===== src/common/matrix_pkg.sv =====
// Bus matrix package with the address map, bus widths, types and FSM encodings
package matrix_pkg;

  // ----------------------------------------------------------------------
  // Bus field types
  // ----------------------------------------------------------------------
  typedef logic [31:0] addr_t;      // HADDR
  typedef logic [31:0] data_t;      // HWDATA / HRDATA
  typedef logic [1:0]  trans_t;     // HTRANS
  typedef logic        resp_t;      // HRESP, AHB-Lite single bit
  typedef logic [1:0]  port_sel_t;  // Decoded output port, 3 is default subordinate

  // HTRANS codes, BUSY and SEQ fold onto these through bit 1
  localparam trans_t TRANS_IDLE   = 2'b00;
  localparam trans_t TRANS_NONSEQ = 2'b10;

  localparam resp_t RESP_OKAY  = 1'b0;
  localparam resp_t RESP_ERROR = 1'b1;

  // ----------------------------------------------------------------------
  // Address map
  // ----------------------------------------------------------------------
  // Top address bits pick a 512 MB region
  localparam int REGION_BITS = 3;
  localparam int NUM_SUBS    = 3;           // Regions 0..2 map to SRAMs
  localparam port_sel_t PORT_DFLT = 2'd3;   // Everything else

  // SRAM geometry, word addressed through haddr[9:2]
  localparam int SRAM_WORDS = 256;

  // Fixed wait states per SRAM
  localparam int WAIT_S0 = 0;
  localparam int WAIT_S1 = 1;
  localparam int WAIT_S2 = 2;

  // Default subordinate FSM
  typedef enum logic [1:0] {
    IDLE,   // OKAY, zero wait
    ERR1,   // First ERROR cycle, not ready
    ERR2    // Second ERROR cycle, ready
  } dflt_state_e;

endpackage


===== src/bus_matrix/output_stage.sv =====
// Per-subordinate output stage: round-robin arbiter and address/write-data mux
module output_stage (
  input  logic                HCLK,
  input  logic                HRESETn,
  input  logic                req0,
  input  logic                req1,
  input  matrix_pkg::addr_t   haddr0,
  input  matrix_pkg::addr_t   haddr1,
  input  logic                hwrite0,
  input  logic                hwrite1,
  input  matrix_pkg::data_t   hwdata0,
  input  matrix_pkg::data_t   hwdata1,
  input  logic                hreadyout_sub,
  output logic                active0,
  output logic                active1,
  output logic                hsel,
  output matrix_pkg::addr_t   haddr,
  output matrix_pkg::trans_t  htrans,
  output logic                hwrite,
  output matrix_pkg::data_t   hwdata
);

  logic grant;        // Manager holding the address phase, last grant
  logic data_owner;   // Manager whose transfer is in the data phase
  logic req_holder;   // Grant holder is requesting
  logic req_other;    // The other manager is requesting

  assign req_holder = grant ? req1 : req0;
  assign req_other  = grant ? req0 : req1;

  // ----------------------------------------------------------------------
  // Arbitration
  // ----------------------------------------------------------------------
  // Grant moves on only at a ready edge. A waiting manager takes over
  // after the holder's transfer is accepted, or when the holder is idle
  always_ff @(posedge HCLK)
  begin
    if (!HRESETn)
      grant <= 1'b0;                // Manager 0 after reset
    else if (hreadyout_sub && req_other)
      grant <= ~grant;
  end

  // Owner follows the accepted address into its data phase
  always_ff @(posedge HCLK)
  begin
    if (!HRESETn)
      data_owner <= 1'b0;
    else if (hreadyout_sub && req_holder)
      data_owner <= grant;
  end

  // Accept strobes back to the decoders
  assign active0 = hreadyout_sub && req0 && !grant;
  assign active1 = hreadyout_sub && req1 && grant;

  // ----------------------------------------------------------------------
  // Subordinate side mux
  // ----------------------------------------------------------------------
  assign hsel   = req_holder;
  assign htrans = req_holder ? matrix_pkg::TRANS_NONSEQ : matrix_pkg::TRANS_IDLE;
  assign haddr  = grant ? haddr1 : haddr0;
  assign hwrite = grant ? hwrite1 : hwrite0;

  // Write data belongs to the data phase, not the address phase
  assign hwdata = data_owner ? hwdata1 : hwdata0;

endmodule


===== config.mk =====
export PLATFORM = sky130hd
export DESIGN_NAME = output_stage
export DESIGN_NICKNAME = d
export VERILOG_FILES = /design/src/common/matrix_pkg.sv /design/src/bus_matrix/output_stage.sv
export SDC_FILE = /design/constraint.sdc
export NUM_CORES = 1
export LEC_CHECK = 0
export BUFFER_PORTS_ARGS = -buffer_cell sky130_fd_sc_hd__clkbuf_2
export CORE_AREA = 2 2 79 81
export CTS_CLUSTER_DIAMETER = 200
export DETAILED_ROUTE_END_ITERATION = 12
export DIE_AREA = 0 0 81 83
export GPL_ROUTABILITY_DRIVEN = 0
export PLACE_DENSITY_LB_ADDON = 0.25
export REMOVE_ABC_BUFFERS = 1
export SETUP_SLACK_MARGIN = 0.2
export SLEW_MARGIN = 20
export SYNTH_ARGS = -nofsm -noshare
export SYNTH_HDL_FRONTEND = slang
export SYNTH_SLANG_ARGS = --single-unit
export TNS_END_PERCENT = 50

===== constraint.sdc =====
create_clock -name HCLK -period 1.75 [get_ports HCLK]
set_input_delay 0.175 -clock HCLK [delete_from_list [all_inputs] [get_ports HCLK]]
set_output_delay 0.175 -clock HCLK [all_outputs]
set_load 0.03 [all_outputs]

* After elaboration in Yosys (flattened, before gate mapping)
Cells that the tools add are included.
** Storage, ports and cells
- Register bits after elaboration :: 2
- Word-level logic and storage cells :: 16
- Output and inout port bits :: 70
** Cells by class
- Muxes and demuxes :: 6
- Reductions and logical operators :: 7
- Bitwise operators :: 1
** Operator list (count)
- 2-to-1 mux 32 bit :: 2
- logical AND 1 bit :: 6
- 2-to-1 mux 1 bit :: 3
- 2-to-1 mux 2 bit :: 1
- logical NOT 1 bit :: 1
- NOT 1 bit :: 1

* Depth between registers and ports, before layout
- Word-level depth :: 2
- Gate-level depth with buffers :: 4

* Worst setup path after synthesis
No wires, ideal clock.
- Path kind :: reg-to-output
- From :: reg grant
- To :: out htrans[1]
- Path buffers :: 2
- Path slack :: 0.482 ns
- Data arrival time :: 1.093 ns
- Data required time :: 1.575 ns
- Cell stages (with the launch flop) :: 4
- Cell sequence :: dfxtp_1 buf_6 mux2_2 buf_4
** Between the ends
- Cells in the longest elaborated chain, start to end :: 2
** RTL lines
- start, declared :: line output_stage.sv:23 : logic grant;
- start signal, assigned :: line output_stage.sv:41 : grant <= ~grant;
- 2-to-1 mux 1 bit :: line output_stage.sv:28 : assign req_holder = grant ? req1 : req0;
- via hsel :: line output_stage.sv:16 : output logic hsel,
- 2-to-1 mux 2 bit :: line output_stage.sv:61 : assign htrans = req_holder ? matrix_pkg::TRANS_NONSEQ : matrix_pkg::TRANS_IDLE;
- end, declared :: line output_stage.sv:18 : output matrix_pkg::trans_t htrans,
The timed path passes the listed nets, and every way through them passes these cells.

* Final worst setup path
- From :: reg grant
- To :: out haddr[2]
** Between the ends
- Cells in the longest elaborated chain, start to end :: 1
** RTL lines
- 2-to-1 mux 32 bit :: line output_stage.sv:62 : assign haddr = grant ? haddr1 : haddr0;
- end, declared :: line output_stage.sv:17 : output matrix_pkg::addr_t haddr,
No other way between the ends.

==> results_dict.tcl <==
set metrics [dict create \
    remaining_drc_errors 0 \
    syn_area_sq_um 975 \
    switchingPower_w 0.000430 \
    clock_skew_ns 0.0000289 \
    busiest_layer "met2" \
    use_met3 0.0185 \
    coreArea_sq_um 5820 \
    synth-xor-area-share 0 \
    antenna_cells 0 \
    wl_per_cell_microns 12.7 \
    cts_inserted_buffers 3 \
    netlist_instances 89 \
    synth_compound_area_frac 0.0270 \
    gr-usage-met2 0.228 \
    htreeDepth 1 \
    worstSetupStartpointType "register" \
    crit_type "register to output pin" \
    dpl.hpwl_microns 4050 \
    synthFlopType "dfxtp_1" \
    dieWidth_microns 81 \
    avgSynthCellArea_sq_um 11.0 \
    synth_top_area_frac 0.647 \
    synth_cell_types 15 \
    clock_sinks 2 \
    yosysSeqAreaShare 0.0411 \
    synth_seq_cells 2 \
    n_fill_cell 627 \
    seqPwrFrac 0.055 \
    layout.nets 427 \
    synth_fa_ha_area_frac 0 \
    synth_top_family_by_area "multiplexers" \
    grt_setup_unrepaired "false" \
    fin_tns_setup_ns 0 \
    grt_max_degree 35 \
    clkPwrFrac 0.192 \
    port_buffers 203 \
    total_power_w 0.000935 \
    cp_max_fo 17 \
    drive_above_1_share 0.952 \
    synth_top_area_cell "mux2_2" \
    synth_mux_area_frac 0.789 \
    hp-class "input port to register" \
    die_y_microns 83 \
    grt_pass1_vias 1387 \
    rr_worst_depth 3 \
    pin_count 205 \
    status "completed" \
    antenna_left 0 \
    hold_violations 0 \
    p_leak_nw 1.22 \
    grt_first_pass_wirelength_microns 6220 \
    finalMaxSlewViolations 0 \
    clock.fmax_mhz 671 \
    antenna_found_initial 0 \
    setup_viol 0 \
    initial_core_util 0.168 \
    die_area_sq_um 6720 \
    syn2layout_area_growth_pct 119 \
    grt_overflow 0 \
    cts_tree "yes" \
    cap_violations 0 \
    peakVddDrop_mv 0.180 \
    switching_share 0.460 \
    cts_hold_buffers 0 \
    hold_depth 2 \
    clk_latency_ns 0.21 \
    first_iter_violations 14 \
    vias 1495 \
    synthTopCellsByArea "mux2_2 65%, mux2_4 11%, buf_6 6.9%, dfxtp_1 4.1%, mux2_1 3.5%" \
    p_per_area_nw_per_um2 439 \
    synth_edf_count 0 \
    rows 28 \
    clk_path_buf_depth 2 \
    layoutNonFillerInstCount 365 \
    grt_usage 0.115 \
    yosysWarnings 0 \
    cts_root_buf "clkbuf_8" \
    internal-power_w 0.000505 \
    drt-pass1-iter-count 4 \
    clk_pin_slew_worst_paths_ns 0.03 \
    use_met1 0.118 \
    dp_cells 360 \
    totalWireLength_microns 4650 \
    cts_post_setup_buffers_inserted 0 \
    layout_worst_path_cycle_share 0.851 \
    crit_arrival_ns 1.31 \
    routed_via_density 4.10 \
    min_period_ns 1.49 \
    yosys.area_share.simple 0.0385 \
    crit_path_end_kind "output pin" \
    required_ns 1.57 \
    share_comb_of_total_power 0.753 \
    async_flop_share 0 \
]
## flip-flops by register name (all words and copies together) (netlist names)
register / count
data_owner: 1
grant: 1
## cell type report
cell class | instances | area [sq um] | area share
clock buffers | 3 | 41.3 | 0.0194
repair buffers | 208 | 1110 | 0.523
flip-flops and latches | 2 | 45.0 | 0.0211
multi-input cells | 77 | 837 | 0.393
well taps | 75 | 93.8 | 0.0440
## timing repair
item	CTS	global route
endpoints found under the setup margin	3	60
gates cloned	0	2
resized for setup	0	3
## routing by layer
metal  vias up  part of all wire
met5         -                 0
met4         0            0.0058
met3         2              0.13
met2       120              0.52
met1       637              0.35
li1        736                 -
## path summary, 6_finish.rpt
check	start	end	slack, ns
worst min register to register	data_owner$_SDFFE_PN0P_	data_owner$_SDFFE_PN0P_	0.53
worst min-delay path	HRESETn	grant$_SDFFE_PN0P_	0.20
worst max register to register	grant$_SDFFE_PN0P_	grant$_SDFFE_PN0P_	0.72
worst max-delay path	grant$_SDFFE_PN0P_	haddr[2]	0.26
## Yosys cell counts (2+ instances only)
library cell and count:
nand2_1 2, mux2_2 56, mux2_1 3, and3b_1 2
dfxtp_1 2, buf_6 6, buf_4 4, mux2_4 7
## metrics by stage
stage          hold slack (ns)  instance area (sq um)  setup slack [ns]   util
2_1_floorplan            0.292                    877            -0.145      -
3_3_place_gp             0.424                   2030             0.419  0.350
3_5_place_dp             0.420                   2030             0.421  0.350
4_1_cts                  0.202                   2080             0.192  0.357
5_1_grt                  0.216                   2130             0.229  0.366
6_report                 0.200                   2130             0.261  0.366
## power groups by stage
stage,registers [W],logic (W),clock network (W)
2_1_floorplan,0.0000697,0.000405,0
3_3_place_gp,0.0000511,0.000697,0
3_5_place_dp,0.0000512,0.000700,0
4_1_cts,0.0000507,0.000703,0.000186
5_1_grt,0.0000523,0.000748,0.000188
6_report,0.0000518,0.000704,0.000179
## layout by cell type, fill, tap and decap left out
| cell | n |
|---|---|
| mux2_2 | 56 |
| dfxtp_2 | 1 |
| buf_4 | 1 |
| mux2_1 | 3 |
| clkbuf_2 | 203 |
| nand2_1 | 2 |
| and2_1 | 1 |
| conb_1 | 1 |
| o21a_1 | 1 |
| buf_12 | 2 |
| o22ai_1 | 1 |
| clkbuf_8 | 3 |
| a21boi_0 | 1 |
| and3_1 | 1 |
| mux2_4 | 7 |
| clkbuf_16 | 2 |
| and3b_1 | 2 |
| dfxtp_4 | 1 |
| a21oi_1 | 1 |
## worst max-delay path: stages (launching register included)
cell and delay, ns:
dfxtp_2 0.38, clkbuf_16 0.20, mux2_2 0.33, clkbuf_2 0.18
## logic make-up (layout without fill, tap and decap cells)
logic type / count (synthesis) / in the layout
AO/OA/AOI/OAI: 4 / 4
buffers and inverters: 10 / 211
flip-flops: 2 / 2
multiplexers: 66 / 66
other: 1 / 1
AND/OR/NAND/NOR: 6 / 6
No activity file was read; power rests on OpenSTA's default activity.
