`config.mk`:
```
export PLATFORM = sky130hd
export DESIGN_NAME = bus_decoder
export DESIGN_NICKNAME = d
export VERILOG_FILES = /design/src/common/matrix_pkg.sv /design/src/bus_matrix/bus_decoder.sv /design/src/source/default_slave.sv
export SDC_FILE = /design/constraint.sdc
export NUM_CORES = 1
export LEC_CHECK = 0
export ABC_AREA = 1
export BUFFER_PORTS_ARGS = -buffer_cell sky130_fd_sc_hd__buf_4
export CORE_AREA = 2 2 70 72
export CTS_CLUSTER_SIZE = 10
export DETAILED_ROUTE_END_ITERATION = 6
export DIE_AREA = 0 0 72 74
export PLACE_DENSITY = 0.69
export SETUP_SLACK_MARGIN = 0.2
export SYNTH_ARGS = -nofsm -noshare
export SYNTH_HDL_FRONTEND = slang
export SYNTH_HIERARCHICAL = 1
export SYNTH_SLANG_ARGS = --single-unit
```
`constraint.sdc`:
```
create_clock -name HCLK -period 2.3 [get_ports HCLK]
set_input_delay 0.23 -clock HCLK [delete_from_list [all_inputs] [get_ports HCLK]]
set_output_delay 0.23 -clock HCLK [all_outputs]
set_load 0.02 [all_outputs]
```
`src/common/matrix_pkg.sv`:
```
// Bus matrix package with the address map, bus widths, types and FSM encodings
package matrix_pkg;

  // ----------------------------------------------------------------------
  // Bus field types
  // ----------------------------------------------------------------------
  typedef logic [31:0] addr_t;      // HADDR
  typedef logic [31:0] data_t;      // HWDATA / HRDATA
  typedef logic [1:0]  trans_t;     // HTRANS
  typedef logic        resp_t;      // HRESP, AHB-Lite single bit
  typedef logic [1:0]  port_sel_t;  // Decoded output port, 3 is default subordinate

  // HTRANS codes, BUSY and SEQ fold onto these through bit 1
  localparam trans_t TRANS_IDLE   = 2'b00;
  localparam trans_t TRANS_NONSEQ = 2'b10;

  localparam resp_t RESP_OKAY  = 1'b0;
  localparam resp_t RESP_ERROR = 1'b1;

  // ----------------------------------------------------------------------
  // Address map
  // ----------------------------------------------------------------------
  // Top address bits pick a 512 MB region
  localparam int REGION_BITS = 3;
  localparam int NUM_SUBS    = 3;           // Regions 0..2 map to SRAMs
  localparam port_sel_t PORT_DFLT = 2'd3;   // Everything else

  // SRAM geometry, word addressed through haddr[9:2]
  localparam int SRAM_WORDS = 256;

  // Fixed wait states per SRAM
  localparam int WAIT_S0 = 0;
  localparam int WAIT_S1 = 1;
  localparam int WAIT_S2 = 2;

  // Default subordinate FSM
  typedef enum logic [1:0] {
    IDLE,   // OKAY, zero wait
    ERR1,   // First ERROR cycle, not ready
    ERR2    // Second ERROR cycle, ready
  } dflt_state_e;

endpackage

```
`src/bus_matrix/bus_decoder.sv`:
```
// Per-manager bus decoder: region decode, data-phase port tracking and return-path mux
module bus_decoder (
  input  logic                HCLK,
  input  logic                HRESETn,
  input  matrix_pkg::addr_t   haddr,
  input  matrix_pkg::trans_t  htrans,
  input  logic                hreadys,      // Own HREADYOUTS fed back
  output logic                sel_dec0,
  output logic                sel_dec1,
  output logic                sel_dec2,
  input  logic                active0,
  input  logic                active1,
  input  logic                active2,
  input  logic                readyout0,
  input  logic                readyout1,
  input  logic                readyout2,
  input  matrix_pkg::resp_t   resp0,
  input  matrix_pkg::resp_t   resp1,
  input  matrix_pkg::resp_t   resp2,
  input  matrix_pkg::data_t   rdata0,
  input  matrix_pkg::data_t   rdata1,
  input  matrix_pkg::data_t   rdata2,
  output logic                hreadyouts,
  output matrix_pkg::resp_t   hresps,
  output matrix_pkg::data_t   hrdatas
);

  logic [matrix_pkg::REGION_BITS-1:0] region;
  matrix_pkg::port_sel_t addr_port;   // Port of the address phase
  matrix_pkg::port_sel_t data_port;   // Port owning the data phase
  logic dp_busy;                      // Real transfer in data phase
  logic is_nonseq;
  logic req;                          // Address phase may be issued
  logic active_sel;
  logic stall;                        // Request waiting for a grant
  logic dp_ready;
  matrix_pkg::resp_t dp_resp;

  // Local default subordinate
  logic sel_dflt;
  logic readyout_dflt;
  matrix_pkg::resp_t resp_dflt;

  default_slave u_default_slave (
    .HCLK      (HCLK),
    .HRESETn   (HRESETn),
    .hsel      (sel_dflt),
    .htrans    (htrans),
    .hready    (hreadys),
    .hreadyout (readyout_dflt),
    .hresp     (resp_dflt)
  );

  // ----------------------------------------------------------------------
  // Address phase
  // ----------------------------------------------------------------------
  assign region    = haddr[31 -: matrix_pkg::REGION_BITS];
  assign is_nonseq = htrans[1];   // SEQ counts as NONSEQ, BUSY as IDLE

  always_comb
  begin
    if (!is_nonseq)
      addr_port = data_port;      // IDLE keeps the last port
    else if (region < matrix_pkg::NUM_SUBS)
      addr_port = matrix_pkg::port_sel_t'(region);
    else
      addr_port = matrix_pkg::PORT_DFLT;
  end

  // No new request until the previous data phase completes
  assign req      = is_nonseq && dp_ready;
  assign sel_dec0 = req && (addr_port == 2'd0);
  assign sel_dec1 = req && (addr_port == 2'd1);
  assign sel_dec2 = req && (addr_port == 2'd2);
  assign sel_dflt = req && (addr_port == matrix_pkg::PORT_DFLT);

  always_comb
  begin
    case (addr_port)
      2'd0:    active_sel = active0;
      2'd1:    active_sel = active1;
      2'd2:    active_sel = active2;
      default: active_sel = 1'b1;   // Default subordinate never contended
    endcase
  end

  assign stall = req && !active_sel;

  // ----------------------------------------------------------------------
  // Data phase
  // ----------------------------------------------------------------------
  // hreadys is only high once the address phase has been accepted
  always_ff @(posedge HCLK)
  begin
    if (!HRESETn)
    begin
      data_port <= 2'd0;
      dp_busy   <= 1'b0;
    end
    else if (hreadys)
    begin
      data_port <= addr_port;
      dp_busy   <= is_nonseq;
    end
  end

  always_comb
  begin
    case (data_port)
      2'd0:
      begin
        dp_ready = readyout0;
        dp_resp  = resp0;
        hrdatas  = rdata0;
      end
      2'd1:
      begin
        dp_ready = readyout1;
        dp_resp  = resp1;
        hrdatas  = rdata1;
      end
      2'd2:
      begin
        dp_ready = readyout2;
        dp_resp  = resp2;
        hrdatas  = rdata2;
      end
      default:
      begin
        dp_ready = readyout_dflt;
        dp_resp  = resp_dflt;
        hrdatas  = '0;              // Default subordinate reads zero
      end
    endcase
    // Idle data phase, zero wait OKAY whatever the shared port does
    if (!dp_busy)
    begin
      dp_ready = 1'b1;
      dp_resp  = matrix_pkg::RESP_OKAY;
    end
  end

  assign hreadyouts = dp_ready && !stall;   // Stall extends the address phase
  assign hresps     = dp_resp;

endmodule

```
`src/source/default_slave.sv`:
```
// Default subordinate giving the two-cycle AHB ERROR response to unmapped accesses
module default_slave (
  input  logic                HCLK,
  input  logic                HRESETn,
  input  logic                hsel,
  input  matrix_pkg::trans_t  htrans,
  input  logic                hready,
  output logic                hreadyout,
  output matrix_pkg::resp_t   hresp
);

  matrix_pkg::dflt_state_e state;
  matrix_pkg::dflt_state_e state_nxt;
  logic take;   // Accepted NONSEQ to this port

  assign take = hsel && htrans[1] && hready;

  always_comb
  begin
    state_nxt = state;
    case (state)
      matrix_pkg::IDLE: if (take) state_nxt = matrix_pkg::ERR1;
      matrix_pkg::ERR1: state_nxt = matrix_pkg::ERR2;
      matrix_pkg::ERR2:
      begin
        // Back-to-back unmapped access restarts the response
        if (take)
          state_nxt = matrix_pkg::ERR1;
        else
          state_nxt = matrix_pkg::IDLE;
      end
      default: state_nxt = matrix_pkg::IDLE;
    endcase
  end

  always_ff @(posedge HCLK)
  begin
    if (!HRESETn)
      state <= matrix_pkg::IDLE;
    else
      state <= state_nxt;
  end

  // Ready low only in the first ERROR cycle
  assign hreadyout = (state != matrix_pkg::ERR1);
  assign hresp     = (state == matrix_pkg::IDLE) ? matrix_pkg::RESP_OKAY
                                                 : matrix_pkg::RESP_ERROR;

endmodule

```
-- Word level (Yosys, flattened, before mapping)
Index checks and enable logic that the tools add are counted.
W data, S select, Z words.
- flip-flop bits (word level): 5
- input port bits: 142
- output and inout port bits: 37
- logic and storage cells: 39
- $lt $le $gt $ge: 1
- equal/unequal tests: 9
- muxes and demuxes: 12
- reduce and logical (&&, ||, !) cells: 14
- operators with widths (operator ; count):
    $pmux W32 S3 ; 1
    $logic_and A1 B1 Y1 ; 9
    $pmux W1 S3 ; 3
    $eq A2 B2 Y1 const B ; 4
    $eq A2 B1 Y1 const B ; 3
    $logic_not A2 Y1 ; 3
    $mux W2 ; 3
    $pmux W2 S3 ; 1
    $mux W1 ; 4
    $ne A2 B1 Y1 const B ; 2
    $lt A3 B2 Y1 const B ; 1
    $logic_not A1 Y1 ; 2

-- Logic depth before layout (Yosys ltp)
- depth after elaboration: 9
- depth in mapped cells: 8
- depth with buffers taken out: 8

-- By module
The synthesis kept the hierarchy.
- modules (own cells, without submodules) (module ; instances ; cells an instance ; area each (um2)):
    bus_decoder ; 1 ; 192 ; 914.6
    default_slave ; 1 ; 11 ; 85.1

-- Least setup slack after synthesis
No wires, ideal clock.
- path kind: reg2out
- start point: register data_port[1]
- end point: output port sel_dec0
- arrival time: 1.333 ns
- slack: 0.737 ns
- cell stages (with the launch flop): 6
- buffers on the path: 0
- cell sequence: dfxtp_1 -> nor2_1 -> nand2_1 -> nand3_1 -> o21ai_1 -> nor3_1
- cells in the longest elaborated chain, start to end: 5
- RTL lines (what ; line ; text):
    start: declaration ; bus_decoder.sv:30 ; matrix_pkg::port_sel_t data_port;
    start signal: assignment ; bus_decoder.sv:102 ; data_port <= addr_port;
    $eq A2 B2 Y1 (tied with other cells) ; bus_decoder.sv:109 ; case (data_port)
    $pmux W1 S3 ; bus_decoder.sv:109 ;
    $mux W1 ; bus_decoder.sv:136 ; if (!dp_busy)
    $logic_and A1 B1 Y1 ; bus_decoder.sv:71 ; assign req = is_nonseq && dp_ready;
    $logic_and A1 B1 Y1 (*) ; bus_decoder.sv:72 ; assign sel_dec0 = req && (addr_port == 2'd0);
    end: declaration ; bus_decoder.sv:8 ; output logic sel_dec0,
Mark *: on every way between the ends. The rest lies on a longest branch, timed or not.

-- Final worst setup path
- start point: register data_port[1]
- end point: output port hrdatas[14]
- cells in the longest elaborated chain, start to end: 2
- RTL lines (what ; line ; text):
    $eq A2 B2 Y1 (tied with other cells) ; bus_decoder.sv:109 ;
    $pmux W32 S3 (*) ; bus_decoder.sv:109 ;
    end: declaration ; bus_decoder.sv:25 ; output matrix_pkg::data_t hrdatas
Marked as above.

==> impl_summary.log <==
INFO  metric fillCellCount = 498
INFO  metric post_synth_inst_count = between 200 and 250
INFO  metric critPathRequiredTime = 2.07 ns
INFO  metric timing.final.hold_violations = 0
INFO  metric die-height = about 74 um
INFO  metric tritoncts = done
INFO  metric initial_antenna_violation_count = 0
INFO  metric p_per_area = 383 nW/um^2
INFO  metric layout-drive-gt1-share = 0.480
INFO  metric start_kind = register
INFO  metric grt_first_pass_wirelength = 6960 um
INFO  metric clock_latency_of_the_later_clocked_register_in_the_worst_skew_pair = ~0.22 ns
INFO  metric ir_worst_vdd = approximately 0.00039 V
INFO  metric post_drt_wl_per_cell = around 12 um
INFO  metric timing.max_cap.violations = 0
INFO  metric post_dp_cell_area = between 2000 and 2500 sq um
INFO  metric port_buffer_count = between 100 and 150
INFO  metric sinks_on_clock_net = 5
INFO  metric psw = 0.344 mW
INFO  metric synth.cell_area = between 900 and 1000 sq um
INFO  metric tritoncts.num_buffers = 3
INFO  metric grt-ovfl-total = 0
INFO  metric category_of_the_most_critical_setup_path = reg -> out
INFO  metric io_pins = about 180
INFO  metric p_comb_frac = 0.689
INFO  metric synth_most_common_cell = sky130_fd_sc_hd__nand2_1
INFO  metric master_cell_of_the_clock_root_buffer = sky130_fd_sc_hd__clkbuf_8
INFO  metric fin_tns_setup = 0 ns
INFO  metric distinct_cell_type_count_after_synthesis = 19
INFO  metric finalWeightedCongestion = approximately 0.78
INFO  metric p_leak = between 1 and 1.5 nW
INFO  metric placementRows = 25
INFO  metric detailroute.via_count = ~1,900
INFO  metric nets = around 490
INFO  metric timing.critical_path.arrival = between 1.5 and 2 ns
INFO  metric placed_wire_length_estimate = between 3000 and 4000 um
INFO  metric yosysWarnings = 6
INFO  metric final.min_clock_period = around 1.9 ns
INFO  metric ys_ff_latch = 5
INFO  metric clk_pin_slew = roughly 0.030 ns
INFO  metric remaining_routing_drc_violations = 0
INFO  metric synthTopCellsByCount = sky130_fd_sc_hd__nand2_1 (78), sky130_fd_sc_hd__nand3_1 (68), sky130_fd_sc_hd__buf_2 (9)
INFO  metric asyncSetResetFlopFracSynth = 0
INFO  metric postSynthNetCount = between 300 and 400
INFO  metric worst_slew_pin_slew = ~0.34 ns
INFO  metric routed_via_density = between 4 and 5
INFO  metric hp-class = in -> reg
INFO  metric netlist.top_cell.by_area = sky130_fd_sc_hd__nand3_1
INFO  metric netSwitchingFraction = 0.407
INFO  metric groute.usage.overall = 0.159
INFO  metric power_frac_seq = 0.121
INFO  metric first_global_vias = around 1,600
INFO  metric syn2layout_area_growth = 121%
INFO  metric setup_repair_after_global_routing_missed_its_margin = no
INFO  metric detail_route.iter0.violations = 42
INFO  metric die-width = approximately 70 um
INFO  metric internal-power = ~0.5 mW
INFO  metric maxSlewHeadroom = 0.770
INFO  metric timing.critical_path.to_type = primary output
INFO  metric die_area = 5330 sq um
INFO  metric status = finished clean
INFO  metric ctsHtreeMaxLevel = 1
INFO  metric antenna_left = 0
INFO  metric drt_wl_total = about 4800 um
INFO  metric crit_share_post_route = 0.824
INFO  metric core = about 4600 sq um
INFO  metric clock_path_buffers = 2
INFO  metric report.final.setup_viol = 0
INFO  metric average_cell_area_after_synthesis = slightly below 5 sq um
INFO  metric holdBufCountCts = 0
INFO  metric hold_depth = 2
INFO  metric synth_top_cells_by_area = sky130_fd_sc_hd__nand3_1 (34%), sky130_fd_sc_hd__nand2_1 (29%), sky130_fd_sc_hd__dfxtp_1 (10%)
INFO  metric grt_start_max_net_pins = 34
INFO  metric synth_edf_count = 0
INFO  metric maxSlewViolCount = 0
INFO  metric r2r.worst_path.cells = 8
INFO  metric seq_area_frac_synth = 0.100
INFO  metric antenna-diode-count = 0
INFO  metric worst-path-max-fanout = 16
INFO  metric clockPowerShare = 0.190
INFO  metric drt_pre_antenna_iters = 4
INFO  metric post-cts-setup-buffer-count = 0
INFO  metric dominantRegCellSynth = sky130_fd_sc_hd__dfxtp_1
INFO  metric start_util = 0.217
INFO  metric clock.fmax = between 0.5 and 0.6 GHz
INFO  metric synthDominantCellAreaShare = 0.340
INFO  metric worst_case_clock_skew = ~0.0013 ns
INFO  metric cts-resized-gates = 0
INFO  metric final_cell_area = 2200 sq um
cells by family after synthesis:
| group | synth area share |
|---|---|
| and+or+nand+nor | 0.723 |
| buffers and inverters | 0.0939 |
| AOI/OAI and AO/OA | 0.0826 |
| DFF | 0.100 |
area by class of cell:
cell class | count | area, sq um | share of cell area
clock buffers | 4 | 45.0 | 0.0204
multi-input cells | 178 | 808 | 0.367
well taps | 54 | 67.6 | 0.0306
flip-flops and latches | 5 | 101 | 0.0460
repair buffers | 154 | 1160 | 0.524
inverters | 7 | 26.3 | 0.0119
worst max-delay path, stage by stage (launching register included):
cell	delay [ns]
sky130_fd_sc_hd__dfxtp_1	0.43
sky130_fd_sc_hd__inv_2	0.19
sky130_fd_sc_hd__nor2_4	0.19
sky130_fd_sc_hd__buf_4	0.25
sky130_fd_sc_hd__nand2_1	0.07
sky130_fd_sc_hd__a21oi_1	0.15
sky130_fd_sc_hd__buf_4	0.16
layer usage:
layer | part of all wire | track usage
met1 | 0.39 | 0.182
met2 | 0.51 | 0.310
met3 | 0.10 | 0.0352
met4 | 0.0039 | 0.0189
met5 | 0 | 0
power by group through the flow:
stage	combinational (mW)	clock, mW	sequential, mW
finish	0.583	0.161	0.102
global route	0.632	0.168	0.104
CTS	0.589	0.166	0.102
detailed placement	0.587	0	0.103
global placement	0.585	0	0.103
floorplan	0.284	0	0.0971
metrics by stage:
step	worst slack (ns)	hold slack, ns	std cells	total power [mW]	util
6_report	0.405	0.230	402	0.845	0.479
3_3_place_gp	0.547	0.452	398	0.688	0.469
3_5_place_dp	0.530	0.459	398	0.690	0.469
5_1_grt	0.212	0.241	402	0.904	0.479
2_1_floorplan	0.737	0.319	203	0.381	-
4_1_cts	0.292	0.226	402	0.856	0.479
layout by cell type, fill, tap and decap left out:
cell type / n
sky130_fd_sc_hd__or2_1: 1
sky130_fd_sc_hd__nand2_1: 78
sky130_fd_sc_hd__o21ai_0: 4
sky130_fd_sc_hd__clkbuf_1: 1
sky130_fd_sc_hd__nor2_1: 6
sky130_fd_sc_hd__nor2_2: 3
sky130_fd_sc_hd__clkbuf_8: 3
sky130_fd_sc_hd__a22oi_1: 2
sky130_fd_sc_hd__dfxtp_1: 4
sky130_fd_sc_hd__inv_2: 2
sky130_fd_sc_hd__o21ai_1: 3
sky130_fd_sc_hd__nand3_1: 68
sky130_fd_sc_hd__inv_1: 5
sky130_fd_sc_hd__dfxtp_2: 1
sky130_fd_sc_hd__buf_4: 154
sky130_fd_sc_hd__o211ai_1: 1
sky130_fd_sc_hd__a21oi_1: 5
sky130_fd_sc_hd__nand2_2: 3
sky130_fd_sc_hd__nor2_4: 1
sky130_fd_sc_hd__nor3_1: 3
registers in the layout (all words and copies together), names as in the netlist:
signal and flops:
data_port 2, dp_busy 1, u_default_slave/state 2
path summary, 6_finish.rpt:
path         slack (ns)                                   from                               endpoint
min reg2reg        0.48  u_default_slave/state[0]$_SDFFE_PN0P_  u_default_slave/state[1]$_SDFFE_PN0P_
max reg2reg        0.86              data_port[1]$_SDFFE_PN0P_  u_default_slave/state[0]$_SDFFE_PN0P_
max                0.40              data_port[1]$_SDFFE_PN0P_                            hrdatas[14]
min                0.23                                hreadys              data_port[0]$_SDFFE_PN0P_
No activity file was read; power rests on OpenSTA's default activity.
